### config.mk
export PLATFORM = sky130hd
export DESIGN_NAME = buf_top
export DESIGN_NICKNAME = d
export VERILOG_FILES = /design/src/design/buf_pkg.sv /design/src/design/ram_memory.sv /design/src/design/dest_fifo.sv /design/src/design/thresh_regs.sv /design/src/design/dest_router.sv /design/src/design/buf_top.sv
export SDC_FILE = /design/constraint.sdc
export NUM_CORES = 1
export LEC_CHECK = 0
export BUFFER_PORTS_ARGS = -buffer_cell sky130_fd_sc_hd__buf_2
export CAP_MARGIN = 20
export CORE_MARGIN = 10
export CORE_UTILIZATION = 40
export DETAILED_ROUTE_END_ITERATION = 10
export GPL_TIMING_DRIVEN = 0
export PLACE_DENSITY_LB_ADDON = 0.25
export SLEW_MARGIN = 20
export SYNTH_ARGS = -nofsm -noshare
export SYNTH_HDL_FRONTEND = slang
export SYNTH_SLANG_ARGS = --single-unit
### constraint.sdc
create_clock -name clk -period 2.6 [get_ports clk]
set_input_delay 0.26 -clock clk [delete_from_list [all_inputs] [get_ports clk]]
set_output_delay 0.26 -clock clk [all_outputs]
set_load 0.01 [all_outputs]
### src/design/buf_pkg.sv
`default_nettype none

package buf_pkg;

    // word layout, bit 5 picks the destination
    localparam int word_width = 6;
    localparam int dest_bit = 5;

    // fifo geometry
    localparam int ptr_width = 3;
    localparam int fifo_depth = 8;

    // count needs one extra bit to hold a full fifo
    localparam int count_width = 4;

    // threshold reset values, same for both destinations
    localparam logic [count_width-1:0] af_default = 4'd6;
    localparam logic [count_width-1:0] ae_default = 4'd2;

    // decoded destination of a routed word
    typedef enum logic {
        DEST_D0 = 1'b0,
        DEST_D1 = 1'b1
    } dest_e;

    // which threshold register a config write targets
    typedef enum logic [1:0] {
        SEL_AF_D0 = 2'd0,
        SEL_AE_D0 = 2'd1,
        SEL_AF_D1 = 2'd2,
        SEL_AE_D1 = 2'd3
    } cfg_sel_e;

endpackage

`default_nettype wire

### src/design/ram_memory.sv
`default_nettype none

// storage behind one destination fifo
module ram_memory (
    input  wire logic                           clk,
    input  wire logic                           write,
    input  wire logic [buf_pkg::ptr_width-1:0]  wr_ptr,
    input  wire logic [buf_pkg::ptr_width-1:0]  rd_ptr,
    input  wire logic [buf_pkg::word_width-1:0] data_in,
    output logic      [buf_pkg::word_width-1:0] data_out
);

    import buf_pkg::*;

    // one entry per fifo slot
    logic [word_width-1:0] mem [fifo_depth];

    // synchronous write by pointer
    always_ff @(posedge clk) begin
        if (write) begin
            mem[wr_ptr] <= data_in;
        end
    end

    // combinational read so the fifo can register it on pop
    assign data_out = mem[rd_ptr];

endmodule

`default_nettype wire

### src/design/dest_fifo.sv
`default_nettype none

// eight-entry destination fifo with empty, pause and error status
module dest_fifo (
    input  wire logic                            clk,
    input  wire logic                            reset_L,
    input  wire logic                            push,
    input  wire logic                            pop,
    input  wire logic [buf_pkg::word_width-1:0]  wr_data,
    input  wire logic [buf_pkg::count_width-1:0] af,
    input  wire logic [buf_pkg::count_width-1:0] ae,
    output logic      [buf_pkg::word_width-1:0]  data_out,
    output logic                                 empty,
    output logic                                 pause,
    output logic                                 error
);

    import buf_pkg::*;

    logic [ptr_width-1:0]   wr_ptr;
    logic [ptr_width-1:0]   rd_ptr;
    logic [count_width-1:0] count;      // words currently held
    logic [word_width-1:0]  ram_rd_data;
    logic                   full;
    logic                   push_ok;    // push that actually stores
    logic                   pop_ok;     // pop that actually reads
    logic                   above_af;
    logic                   in_ae_band;

    ram_memory u_ram (
        .clk      (clk),
        .write    (push_ok),
        .wr_ptr   (wr_ptr),
        .rd_ptr   (rd_ptr),
        .data_in  (wr_data),
        .data_out (ram_rd_data)
    );

    // status straight from the count
    assign empty = (count == '0);
    assign full  = (count == count_width'(fifo_depth));

    assign push_ok = push && !full;
    assign pop_ok  = pop && !empty;

    // almost-empty band wins over almost-full
    assign above_af   = (count >= af);
    assign in_ae_band = !empty && (count <= ae);
    assign pause      = above_af && !in_ae_band;

    // one-cycle flag, no state kept
    assign error = (push && full) || (pop && empty);

    // write side
    always_ff @(posedge clk) begin
        if (!reset_L) begin
            wr_ptr <= '0;
        end else if (push_ok) begin
            wr_ptr <= wr_ptr + 1'b1;   // wraps at 8
        end
    end

    // read side, data_out holds between pops
    always_ff @(posedge clk) begin
        if (!reset_L) begin
            rd_ptr   <= '0;
            data_out <= '0;
        end else if (pop_ok) begin
            rd_ptr   <= rd_ptr + 1'b1;
            data_out <= ram_rd_data;   // oldest word
        end
    end

    // occupancy
    always_ff @(posedge clk) begin
        if (!reset_L) begin
            count <= '0;
        end else begin
            case ({push_ok, pop_ok})
                2'b10:   count <= count + 1'b1;
                2'b01:   count <= count - 1'b1;
                default: count <= count;   // idle or push with pop
            endcase
        end
    end

endmodule

`default_nettype wire

### src/design/thresh_regs.sv
`default_nettype none

// almost-full / almost-empty thresholds for both fifos
module thresh_regs (
    input  wire logic                            clk,
    input  wire logic                            reset_L,
    input  wire logic                            cfg_write,
    input  wire buf_pkg::cfg_sel_e               cfg_sel,
    input  wire logic [buf_pkg::count_width-1:0] cfg_data,
    output logic      [buf_pkg::count_width-1:0] af_d0,
    output logic      [buf_pkg::count_width-1:0] ae_d0,
    output logic      [buf_pkg::count_width-1:0] af_d1,
    output logic      [buf_pkg::count_width-1:0] ae_d1
);

    import buf_pkg::*;

    logic [count_width-1:0] af_d0_q;
    logic [count_width-1:0] ae_d0_q;
    logic [count_width-1:0] af_d1_q;
    logic [count_width-1:0] ae_d1_q;

    // values above the depth are kept as written
    always_ff @(posedge clk) begin
        if (!reset_L) begin
            af_d0_q <= af_default;
            ae_d0_q <= ae_default;
            af_d1_q <= af_default;
            ae_d1_q <= ae_default;
        end else if (cfg_write) begin
            case (cfg_sel)
                SEL_AF_D0: af_d0_q <= cfg_data;
                SEL_AE_D0: ae_d0_q <= cfg_data;
                SEL_AF_D1: af_d1_q <= cfg_data;
                SEL_AE_D1: ae_d1_q <= cfg_data;
            endcase
        end
    end

    // registers feed the pause compare directly
    assign af_d0 = af_d0_q;
    assign ae_d0 = ae_d0_q;
    assign af_d1 = af_d1_q;
    assign ae_d1 = ae_d1_q;

endmodule

`default_nettype wire

### src/design/dest_router.sv
`default_nettype none

// input register stage that steers each word to d0 or d1
module dest_router (
    input  wire logic                           clk,
    input  wire logic                           reset_L,
    input  wire logic                           in_push,
    input  wire logic [buf_pkg::word_width-1:0] in_data,
    output logic                                push_d0,
    output logic                                push_d1,
    output logic      [buf_pkg::word_width-1:0] wr_data
);

    import buf_pkg::*;

    logic                  push_q;
    logic [word_width-1:0] data_q;
    dest_e                 dest;

    // registered push strobe
    always_ff @(posedge clk) begin
        if (!reset_L) begin
            push_q <= 1'b0;
        end else begin
            push_q <= in_push;
        end
    end

    // registered word
    always_ff @(posedge clk) begin
        data_q <= in_data;
    end

    assign dest = dest_e'(data_q[dest_bit]);

    // exactly one fifo sees the strobe
    assign push_d0 = push_q && (dest == DEST_D0);
    assign push_d1 = push_q && (dest == DEST_D1);

    assign wr_data = data_q;   // full word including the dest bit

endmodule

`default_nettype wire

### src/design/buf_top.sv
`default_nettype none

// two-destination packet buffer
module buf_top (
    input  wire logic                            clk,
    input  wire logic                            reset_L,
    input  wire logic                            in_push,
    input  wire logic [buf_pkg::word_width-1:0]  in_data,
    input  wire logic                            pop_d0,
    input  wire logic                            pop_d1,
    input  wire logic                            cfg_write,
    input  wire buf_pkg::cfg_sel_e               cfg_sel,
    input  wire logic [buf_pkg::count_width-1:0] cfg_data,
    output logic      [buf_pkg::word_width-1:0]  data_out_d0,
    output logic      [buf_pkg::word_width-1:0]  data_out_d1,
    output logic                                 empty_d0,
    output logic                                 empty_d1,
    output logic                                 pause_d0,
    output logic                                 pause_d1,
    output logic                                 error_d0,
    output logic                                 error_d1
);

    import buf_pkg::*;

    // router to fifos
    logic                   push_d0;
    logic                   push_d1;
    logic [word_width-1:0]  wr_data;   // shared by both fifos

    // thresholds
    logic [count_width-1:0] af_d0;
    logic [count_width-1:0] ae_d0;
    logic [count_width-1:0] af_d1;
    logic [count_width-1:0] ae_d1;

    dest_router u_router (
        .clk     (clk),
        .reset_L (reset_L),
        .in_push (in_push),
        .in_data (in_data),
        .push_d0 (push_d0),
        .push_d1 (push_d1),
        .wr_data (wr_data)
    );

    thresh_regs u_thresh (
        .clk       (clk),
        .reset_L   (reset_L),
        .cfg_write (cfg_write),
        .cfg_sel   (cfg_sel),
        .cfg_data  (cfg_data),
        .af_d0     (af_d0),
        .ae_d0     (ae_d0),
        .af_d1     (af_d1),
        .ae_d1     (ae_d1)
    );

    dest_fifo u_fifo_d0 (
        .clk      (clk),
        .reset_L  (reset_L),
        .push     (push_d0),
        .pop      (pop_d0),
        .wr_data  (wr_data),
        .af       (af_d0),
        .ae       (ae_d0),
        .data_out (data_out_d0),
        .empty    (empty_d0),
        .pause    (pause_d0),
        .error    (error_d0)
    );

    dest_fifo u_fifo_d1 (
        .clk      (clk),
        .reset_L  (reset_L),
        .push     (push_d1),
        .pop      (pop_d1),
        .wr_data  (wr_data),
        .af       (af_d1),
        .ae       (ae_d1),
        .data_out (data_out_d1),
        .empty    (empty_d1),
        .pause    (pause_d1),
        .error    (error_d1)
    );

endmodule

`default_nettype wire

After elaboration in Yosys (flattened, before gate mapping)
Memories as Yosys holds them, arrays and structs flattened. A register that Yosys moved wholly into a read port is not among the register bits.
Cells that the tools add are included.
- memories kept: 2
- flip-flop bits (word level): 43
- input port bits: 18
- memory bits (writable): 96
- output and inout bits: 18
- memories (name ; depth ; width ; read ports ; clocked after memory_dff ; wr ports ; RTL line ; RTL):
    u_fifo_d0.u_ram.mem ; 8 ; 6 ; 1 ; 1 ; 1 ; ram_memory.sv:16 ; logic [word_width-1:0] mem [fifo_depth];
    u_fifo_d1.u_ram.mem ; 8 ; 6 ; 1 ; 1 ; 1 ; ram_memory.sv:16 ;
- equal/unequal tests: 9
- mux-type cells: 6
- order comparisons: 4
- add/sub/neg operators: 8
- reduce and logical (&&, ||, !) cells: 33
- bitwise logic cells: 1
- operators with widths (cell ; number):
    one-hot mux 4 bit (2 select lines) ; 2
    logical AND 1 bit ; 14
    adder 3 x 1 -> 3 bit, second input constant ; 4
    adder 4 x 1 -> 4 bit, second input constant ; 2
    equality test 2 bit, second input constant ; 4
    equality test 4 bit, second input constant ; 2
    greater-or-equal comparator 4 bit ; 2
    <= comparator 4 bit ; 2
    logical NOT 1 bit ; 8
    logical NOT 4 bit ; 2
    AND reduction 2 bit ; 4
    subtractor 4 x 1 -> 4 bit, second input constant ; 2
    equality test 2 x 1 -> 1 bit, second input constant ; 3
    two-way mux 1 bit ; 4
    nonzero test 2 bit ; 2
    logical NOT 2 bit ; 1
    logical OR 1 bit ; 2
    inverter 1 bit ; 1

Longest topological paths before layout
Gate-level depths: netlist of the first run.
- word-level depth: 5
- gate-level depth with buffers: 11
- mapped depth without buffers: 10

Modules after synthesis
From an unflattened synthesis of the first run, not the netlist that was laid out.
- cells, all modules: 457
- area total of the unflattened synthesis: 6551.3 um^2
- modules (own cells, without submodules) (module ; times used ; cells each ; area each (um^2)):
    ram_memory ; 2 ; 82 ; 1901.8
    dest_fifo ; 2 ; 112 ; 974.7
    thresh_regs ; 1 ; 59 ; 635.6
    dest_router ; 1 ; 10 ; 162.7

Worst setup path after synthesis of the first run
OpenSTA, ideal clock, no wires.
- path type: reg-to-reg
- from: register u_fifo_d0.count[1]
- to: register u_fifo_d0.count[2]
- data arrival time: 2268 ps
- clock period less this slack: 2344 ps
- path slack: 256 ps
- setup time: 76 ps
- data required time: 2524 ps
- cell stages (with the launch flop): 11
- path through: dfxtp_1 -> buf_6 -> o41a_1 -> buf_6 -> ha_1 -> xor2_1 -> ha_1 -> a21oi_1 -> xor2_1 -> or3_1 -> a21boi_0
- word-level cells in the longest chain between the ends: 5
- RTL lines (item ; RTL line ; RTL):
    start, declared ; dest_fifo.sv:22 ; logic [count_width-1:0] count;
    start signal, assigned ; dest_fifo.sv:80 ; 2'b10: count <= count + 1'b1;
    start signal, assigned ; dest_fifo.sv:81 ; 2'b01: count <= count - 1'b1;
    start signal, assigned ; dest_fifo.sv:82 ; default: count <= count;
    logical NOT 4 bit (*) ; dest_fifo.sv:40 ; assign empty = (count == '0);
    logical NOT 1 bit (*) ; dest_fifo.sv:44 ; assign pop_ok = pop && !empty;
    logical AND 1 bit (*) ; dest_fifo.sv:44 ;
    net u_fifo_d0.pop_ok ; dest_fifo.sv:26 ; logic pop_ok;
    equality test 2 x 1 -> 1 bit or equality test 2 bit (tied branches) ; dest_fifo.sv:79 ; case ({push_ok, pop_ok})
    one-hot mux 4 bit (2 select lines) or nonzero test 2 bit (tied branches) ; n/a ;
The timed path passes the listed nets; every way through them passes the cells marked *.
A chain may end at the register's enable or synchronous reset.

Final worst setup path of the first run
- from: register u_fifo_d0.count[3]
- to: register u_fifo_d0.count[2]
The elaborated chain is that of the path after synthesis.

==> reports/qor_table.md, run 1 <==
| Item | This run | Unit |
|---|---|---|
| CTS tree | built | - |
| Routed WL per cell | 17.3 | µm |
| Crit path max-delay family | compound AO/OA/AOI/OAI gates | - |
| Via total after detailed routing | 3750 | - |
| Buf/Inv on CP | 1 | - |
| Count of unique library cells instantiated by Yosys | 42 | - |
| Final Core Density | 0.483 | - |
| Most Frequent Cell on Critical Path | sky130_fd_sc_hd__xor2_1 | - |
| Comb power frac | 0.212 | - |
| Total length of routed wires | 12700 | µm |
| Post-synth top cells | sky130_fd_sc_hd__edfxtp_1, sky130_fd_sc_hd__dfxtp_1, sky130_fd_sc_hd__o21ai_0 | - |
| Leak | 2.71 | nW |
| Library cell with the highest instance count after synthesis | sky130_fd_sc_hd__edfxtp_1 | - |
| Share of total power in sequential cells | 0.446 | - |
| Remaining antenna violation count | 0 | - |
| Sw power | 1.83 | mW |
| List of cells traversed by the critical path | o41a_1 > buf_6 > ha_2 > xor2_1 > ha_1 > a21oi_1 > xor2_1 > or3_1 > a21boi_0 | - |
| Core Area | 15400 | µm² |
| Ranking of synthesized cells by area | sky130_fd_sc_hd__edfxtp_1, sky130_fd_sc_hd__dfxtp_1, sky130_fd_sc_hd__mux4_2, sky130_fd_sc_hd__ha_1, sky130_fd_sc_hd__mux2i_1 | - |
| Sinks on Clock Net | 151 | - |
| Final sum of negative setup slack | 0 | ps |
| Number of global-route vias before repair | 3883 | - |
| Effective utilization at floorplan | 0.411 | - |
| Detailed-route vias per instance | 5.11 | - |
| Post-route fraction of the period consumed by the critical path | 0.933 | - |
| Aggregate global routing overflow | 0 | - |
| Internal portion of total power | 4.59 | mW |
| Die Wd | 146 | µm |
| Worst endpoint data arrival time | 2770 | ps |
| TritonCTS Buffers | 17 | - |
| Ratio of total power to cell area | 865 | nW/µm² |
| Post-Place Worst Slack | -109 | ps |
| Fin crit period | 2420 | ps |
| Mean Syn Cell Area | 14.1 | µm² |
| DRC violations left | 0 | - |
| Switching power share of the total | 0.285 | - |
| Row count | 45 | - |
| Number of iterations in the first detailed-routing pass | 4 | - |
| Critical-path maximum fanout | 11 | - |
| Clock tree skew after final layout | 10.4 | ps |
| Max-slew violation count | 0 | - |
| Max-capacitance violation count | 0 | - |
| Result of the run | finished, final reports clean | - |
| Peak supply drop | 0.000590 | V |
| Start-to-end type of the worst setup path | flop to flop | - |
| H-tree lvl count | 4 | - |
| Proportion of register bits with asynchronous set or reset after synthesis | 0 | - |
| Area grow syn2layout | 17.3 | % |
| Number of violations reported at the end of detailed-routing iteration 0 | 199 | - |
| Worst path slowest cell | sky130_fd_sc_hd__o41a_1 | - |
| PnR worst setup slack | 175 | ps |
| RSZ-0062 raised after global routing | true | - |
| Hold/Removal Path Class | input port to flop | - |
| Fraction of synthesized cell area taken by the top area cell type | 0.456 | - |
| Finish-stage setup viols | 0 | - |
| Largest net degree at the start of global routing | 20 | - |
| Predominant post-synthesis flop cell | sky130_fd_sc_hd__edfxtp_1 | - |
| Post-synth design cell area | 6320 | µm² |
| Library cell occupying the most area in the post-synthesis netlist | sky130_fd_sc_hd__edfxtp_1 | - |
| Layout cell share with drive strength beyond 1 | 0.218 | - |
| Fmax achieved | 0.412 | GHz |
| Required time at the worst-slack endpoint | 2950 | ps |
| Kind of end point of the critical path | flop | - |
| Startpoint type of the worst setup path | flop | - |
| Net count after synthesis | 492 | - |
| Number of flops mapped to enable cells by yosys | 96 | - |
| Clock Tree Root | sky130_fd_sc_hd__clkbuf_16 | - |
| Final net count | 554 | - |
| Latest clock arrival within the worst-skew pair | 420 | ps |
| Wire length of the first global-routing pass | 20400 | µm |
| Initial antenna violation count | 0 | - |
| Total count of hold-check failures in the final report | 0 | - |
| Die footprint | 21200 | µm² |
| Normalized max-slew margin | 0.321 | - |
| Buffer depth of the longest clock path | 2 | - |
| Proportion of synthesized chip area in sequential cells | 0.630 | - |
| Synthesized flop and latch total | 151 | - |
| Yosys warning count | 0 | - |
| Synthesized instance count | 448 | - |
| Antenna fix cells | 0 | - |
| Die H | 146 | µm |
| Top-level port count | 36 | - |
| Crit path largest cell delay | 500 | ps |
| Transition at the pin with the smallest max-transition slack | 1010 | ps |
| Clock transition time at the flip-flop clock pins of the worst setup and hold paths | 60 | ps |
| Clock Power Share | 0.342 | - |
| GR Util All Layers | 0.123 | - |
| Routability-driven placement congestion ratio | 0.772 | - |
| Port Buffers | 35 | - |
| HPWL Detailed | 8520 | µm |
-- placed cells by master, fill, tap and decap left out, types with 12 or more instances in the layout --
cell type,instances
sky130_fd_sc_hd__dfxtp_1,53
sky130_fd_sc_hd__nor2_1,25
sky130_fd_sc_hd__o21ai_0,29
sky130_fd_sc_hd__nand2_1,26
sky130_fd_sc_hd__edfxtp_1,96
sky130_fd_sc_hd__clkbuf_16,17
sky130_fd_sc_hd__nor2b_1,19
sky130_fd_sc_hd__inv_1,18
sky130_fd_sc_hd__mux4_2,24
sky130_fd_sc_hd__ha_1,24
sky130_fd_sc_hd__mux2i_1,18
sky130_fd_sc_hd__o22ai_1,12
sky130_fd_sc_hd__buf_2,36
-- registers in the layout (all words and copies together), names as in the netlist --
name and count:
u_fifo_d0.count 4, u_fifo_d0.data_out 6, u_fifo_d0.rd_ptr 3, u_fifo_d0.u_ram.mem 48
u_fifo_d0.wr_ptr 3, u_fifo_d1.count 4, u_fifo_d1.data_out 6, u_fifo_d1.rd_ptr 3
u_fifo_d1.u_ram.mem 48, u_fifo_d1.wr_ptr 3, u_router.push_q 1, u_router.wr_data 6
u_thresh.ae_d0 4, u_thresh.ae_d1 4, u_thresh.af_d0 4, u_thresh.af_d1 4
-- layer usage --
layer | vias to the layer above | share of wire | GRT usage | routed length, µm
met5 | - | 0 | 0 | 0
met4 | 0 | 0.013 | 0.0531 | 163
met3 | 15 | 0.036 | 0.0376 | 451
met2 | 65 | 0.48 | 0.191 | 6070
met1 | 1859 | 0.47 | 0.156 | 5980
li1 | 1811 | - | - | -
-- kinds of logic after synthesis --
family,synth area share
flip-flops,0.630
multiplexers,0.114
XOR/XNOR,0.0166
adder cells (fa/ha/maj),0.0514
buffers and inverters,0.0251
AND/OR/NAND/NOR,0.101
AO/OA/AOI/OAI,0.0621
-- metrics by stage --
| stage | total power [mW] | hold WS, ps | area (µm²) | cells |
|---|---|---|---|---|
| finish | 6.42 | 77.6 | 7420 | 734 |
| global route | 6.78 | 59.6 | 7420 | 734 |
| CTS | 6.48 | 57.1 | 7370 | 732 |
| detailed placement | 4.25 | 364 | 6780 | 694 |
| global placement | 4.22 | 363 | 6760 | 694 |
| floorplan | 3.85 | 288 | 6320 | 448 |
-- path summary, 6_finish.rpt --
kind	startpoint	end	slack, ps	depth (start not counted)
worst max-delay path	u_fifo_d0.count[3]	u_fifo_d0.count[2]	180	9
worst min-delay path	in_push	u_router.push_q	80	2
worst max register to register	u_fifo_d0.count[3]	u_fifo_d0.count[2]	180	9
worst min register to register	u_thresh.ae_d1[1]	u_thresh.ae_d1[1]	510	2
-- cell type report --
class	instances	area, µm²
well taps	211	264
repair buffers	43	248
plain buffers	14	86.3
clock inverters	13	96.3
fillers	1373	7950
flip-flops and latches	151	3990
multi-input cells	263	2230
clock buffers	19	433
inverters	20	75.1
-- power groups by stage --
stage | clock network [mW] | logic [mW] | registers [mW]
2_1_floorplan | 0 | 0.948 | 2.90
3_3_place_gp | 0 | 1.32 | 2.90
3_5_place_dp | 0 | 1.34 | 2.91
4_1_cts | 2.26 | 1.35 | 2.86
5_1_grt | 2.37 | 1.52 | 2.89
6_report | 2.20 | 1.36 | 2.86
-- worst reg2reg max path: cells and delay by family (launching register included) --
kind                     cells  cell delay, ps
AO/OA/AOI/OAI                3             820
XOR/XNOR                     2             240
adder cells (fa/ha/maj)      2             410
buffers and inverters        1             180
flip-flops                   1             420
AND/OR/NAND/NOR              1             300
-- what timing repair did --
item,4_1_cts,5_1_grt
pin swaps,0,2
endpoints found under the setup margin,15,3
resized for setup,1,8
hold endpoints to repair,6,0
buffers inserted,0,1
hold buffers,6,0
Note: power is estimated with default switching activity, not from simulation.
==> run 2, diff against run 1 <==
--- a/config.mk
+++ b/config.mk
@@ -12,6 +12,7 @@
 export DETAILED_ROUTE_END_ITERATION = 10
 export GPL_TIMING_DRIVEN = 0
 export PLACE_DENSITY_LB_ADDON = 0.25
+export SETUP_SLACK_MARGIN = 0.2
 export SLEW_MARGIN = 20
 export SYNTH_ARGS = -nofsm -noshare
 export SYNTH_HDL_FRONTEND = slang
==> reports/qor_table.md, run 2 (synthesis results as in run 1) <==
| Item | This run | Unit | vs previous |
|---|---|---|---|
| Result of the run | finished, final reports clean | - |  |
| Via total after detailed routing | 3771 | - | +0.56% |
| Clock transition time at the flip-flop clock pins of the worst setup and hold paths | 60 | ps | about the same |
| Number of violations reported at the end of detailed-routing iteration 0 | 217 | - | +9.0% |
| Clock tree skew after final layout | 16.7 | ps | +6.32 ps |
| Largest net degree at the start of global routing | 20 | - | unchanged |
| Remaining antenna violation count | 0 | - | unchanged |
| TritonCTS Buffers | 17 | - | unchanged |
| Kind of end point of the critical path | flop | - |  |
| Detailed-route vias per instance | 5.12 | - | +0.15% |
| Switching power share of the total | 0.287 | - | +0.00194 |
| Ratio of total power to cell area | 866 | nW/µm² | +0.14% |
| Transition at the pin with the smallest max-transition slack | 1000 | ps | -10.9 ps |
| Registers with the most flip-flops | u_fifo_d0.u_ram.mem x48, u_fifo_d1.u_ram.mem x48 | - |  |
| Number of placed instances, taps included | 694 | - | unchanged |
| Sinks on Clock Net | 151 | - | unchanged |
| Routed WL per cell | 17.4 | µm | +0.54% |
| Leading cell types in the layout, fill and taps excluded | sky130_fd_sc_hd__edfxtp_1, sky130_fd_sc_hd__dfxtp_1, sky130_fd_sc_hd__buf_2 | - |  |
| Die footprint | 21200 | µm² | unchanged |
| Comb power frac | 0.218 | - | +0.006 |
| Total length of routed wires | 12800 | µm | +0.95% |
| RSZ-0062 raised after global routing | true | - |  |
| Critical-path maximum fanout | 9 | - | -2 |
| Area grow syn2layout | 18.5 | % |  |
| Required time at the worst-slack endpoint | 2950 | ps | about the same |
| Total count of hold-check failures in the final report | 0 | - | unchanged |
| Clock Power Share | 0.340 | - | -0.002 |
| Core Area | 15400 | µm² | unchanged |
| Row count | 45 | - | unchanged |
| Max-capacitance violation count | 0 | - | unchanged |
| Startpoint type of the worst setup path | flop | - |  |
| Number of global-route vias before repair | 3888 | - | +0.13% |
| Hold/Removal Path Class | input port to flop | - |  |
| Non-filler cells, final | 737 | - | +0.41% |
| Footprint of the flip-flops and latches | 3990 | µm² | +0.19% |
| CTS tree | built | - |  |
| DRC violations left | 0 | - | unchanged |
| Wire length of the first global-routing pass | 20400 | µm | +0.17% |
| Die Wd | 146 | µm | unchanged |
| Latest clock arrival within the worst-skew pair | 430 | ps | about the same |
| Finish-stage setup viols | 0 | - | unchanged |
| Port Buffers | 35 | - | unchanged |
| Worst endpoint data arrival time | 2640 | ps | -130 ps |
| Sw power | 1.86 | mW | +1.9% |
| Top-level port count | 36 | - | unchanged |
| Clock Tree Root | sky130_fd_sc_hd__clkbuf_16 | - |  |
| Buffer depth of the longest clock path | 2 | - | unchanged |
| Post-route fraction of the period consumed by the critical path | 0.884 | - | -0.0485 |
| GR Util All Layers | 0.123 | - | +0.000198 |
| Area of the multi-input gates | 2260 | µm² | +1.5% |
| Effective utilization at floorplan | 0.411 | - | unchanged |
| Share of total power in sequential cells | 0.442 | - | -0.004 |
| Max-slew violation count | 0 | - | unchanged |
| Aggregate global routing overflow | 0 | - | unchanged |
| Start-to-end type of the worst setup path | flop to flop | - |  |
| Routability-driven placement congestion ratio | 0.772 | - | unchanged |
| Layout cell share with drive strength beyond 1 | 0.243 | - | +0.0254 |
| Fin crit period | 2300 | ps | -126 ps |
| Fmax achieved | 0.435 | GHz | +5.5% |
| Normalized max-slew margin | 0.328 | - | +0.00730 |
| Number of iterations in the first detailed-routing pass | 4 | - | unchanged |
| Antenna fix cells | 0 | - | unchanged |
| Leak | 2.74 | nW | +1.1% |
| Hold Worst Slack | 66.2 | ps | -11.5 ps |
| Initial antenna violation count | 0 | - | unchanged |
| Final net count | 557 | - | +0.54% |
| Peak supply drop | 0.000590 | V | about the same |
| Die H | 146 | µm | unchanged |
| HPWL Detailed | 8520 | µm | unchanged |
| H-tree lvl count | 4 | - | unchanged |
| Filler Cells Inserted | 1361 | - | -0.87% |
| Internal portion of total power | 4.63 | mW | +0.90% |
| Leading cell type in the layout, fill and taps excluded | sky130_fd_sc_hd__edfxtp_1 | - |  |
==> run 2: cell types whose count changed in the layout (fill, tap and decap cells not counted), moves of 2 or more <==
cell	change
sky130_fd_sc_hd__a21boi_0	-2
sky130_fd_sc_hd__a21boi_1	+2
sky130_fd_sc_hd__a21oi_1	-2
sky130_fd_sc_hd__a21oi_2	+2
sky130_fd_sc_hd__buf_4	+4
sky130_fd_sc_hd__dfxtp_1	-4
sky130_fd_sc_hd__dfxtp_2	+3
==> run 2: worst paths after layout <==
kind	cells past startpoint	from	slack (ps)	to
worst min register to register	2	u_thresh.ae_d1[1]	510	u_thresh.ae_d1[1]
worst max-delay path	10	u_fifo_d1.count[1]	300	u_fifo_d1.count[2]
worst max register to register	10	u_fifo_d1.count[1]	300	u_fifo_d1.count[2]
worst min-delay path	2	in_push	70	u_router.push_q
==> run 2: layout make-up <==
| class | instances | area share |
|---|---|---|
| sequential | 151 | 0.533 |
| clock inverter | 13 | 0.0129 |
| buffer | 14 | 0.0125 |
| multi-input combinational | 263 | 0.302 |
| clock buffer | 19 | 0.0578 |
| tap | 211 | 0.0352 |
| inverter | 20 | 0.0104 |
| timing repair buffer | 46 | 0.0364 |
==> run 2: power by group through the flow <==
| stage | Combinational, mW | Clock [mW] | Sequential (mW) |
|---|---|---|---|
| 5_1_grt | 1.57 | 2.37 | 2.90 |
| 3_5_place_dp | 1.34 | 0 | 2.91 |
| 2_1_floorplan | 0.948 | 0 | 2.90 |
| 6_report | 1.42 | 2.21 | 2.87 |
| 3_3_place_gp | 1.32 | 0 | 2.90 |
| 4_1_cts | 1.37 | 2.26 | 2.87 |
==> run 2: layer usage <==
layer  GRT usage  up-vias  share of wire
li1            -     1814              -
met1       0.156     1867           0.47
met2       0.190       71           0.47
met3      0.0379       19          0.043
met4      0.0561        0          0.015
met5           0        -              0
==> run 2: stage by stage <==
| stage | setup WS, ps | setup TNS (ps) | instance area (µm²) | total power [mW] | util |
|---|---|---|---|---|---|
| after detailed placement | -109 | -862 | 6780 | 4.25 | 0.441 |
| after CTS | 160 | 0 | 7390 | 6.50 | 0.481 |
| after floorplan | 256 | 0 | 6320 | 3.85 | - |
| final | 301 | 0 | 7490 | 6.49 | 0.488 |
| after global placement | -143 | -856 | 6760 | 4.22 | 0.440 |
| after global routing | 166 | 0 | 7490 | 6.85 | 0.488 |
==> run 2: repair_timing <==
action | in CTS | in global routing
pin swaps | 3 | 3
endpoints found under the setup margin | 46 | 34
gates resized for setup | 9 | 21
buffers inserted | 1 | 4
hold buffers | 6 | 0
cloned | 0 | 0
hold endpoints to repair | 6 | 0
==> run 2: worst max-delay path, stage by stage, from the launching register on <==
cell                       delay (ps)
sky130_fd_sc_hd__dfxtp_1          330
sky130_fd_sc_hd__buf_6            150
sky130_fd_sc_hd__o41a_1           420
sky130_fd_sc_hd__buf_6            150
sky130_fd_sc_hd__ha_2             220
sky130_fd_sc_hd__xor2_1           150
sky130_fd_sc_hd__ha_1             190
sky130_fd_sc_hd__a21oi_2          110
sky130_fd_sc_hd__xor2_1            80
sky130_fd_sc_hd__or3_1            310
sky130_fd_sc_hd__a21boi_1         120
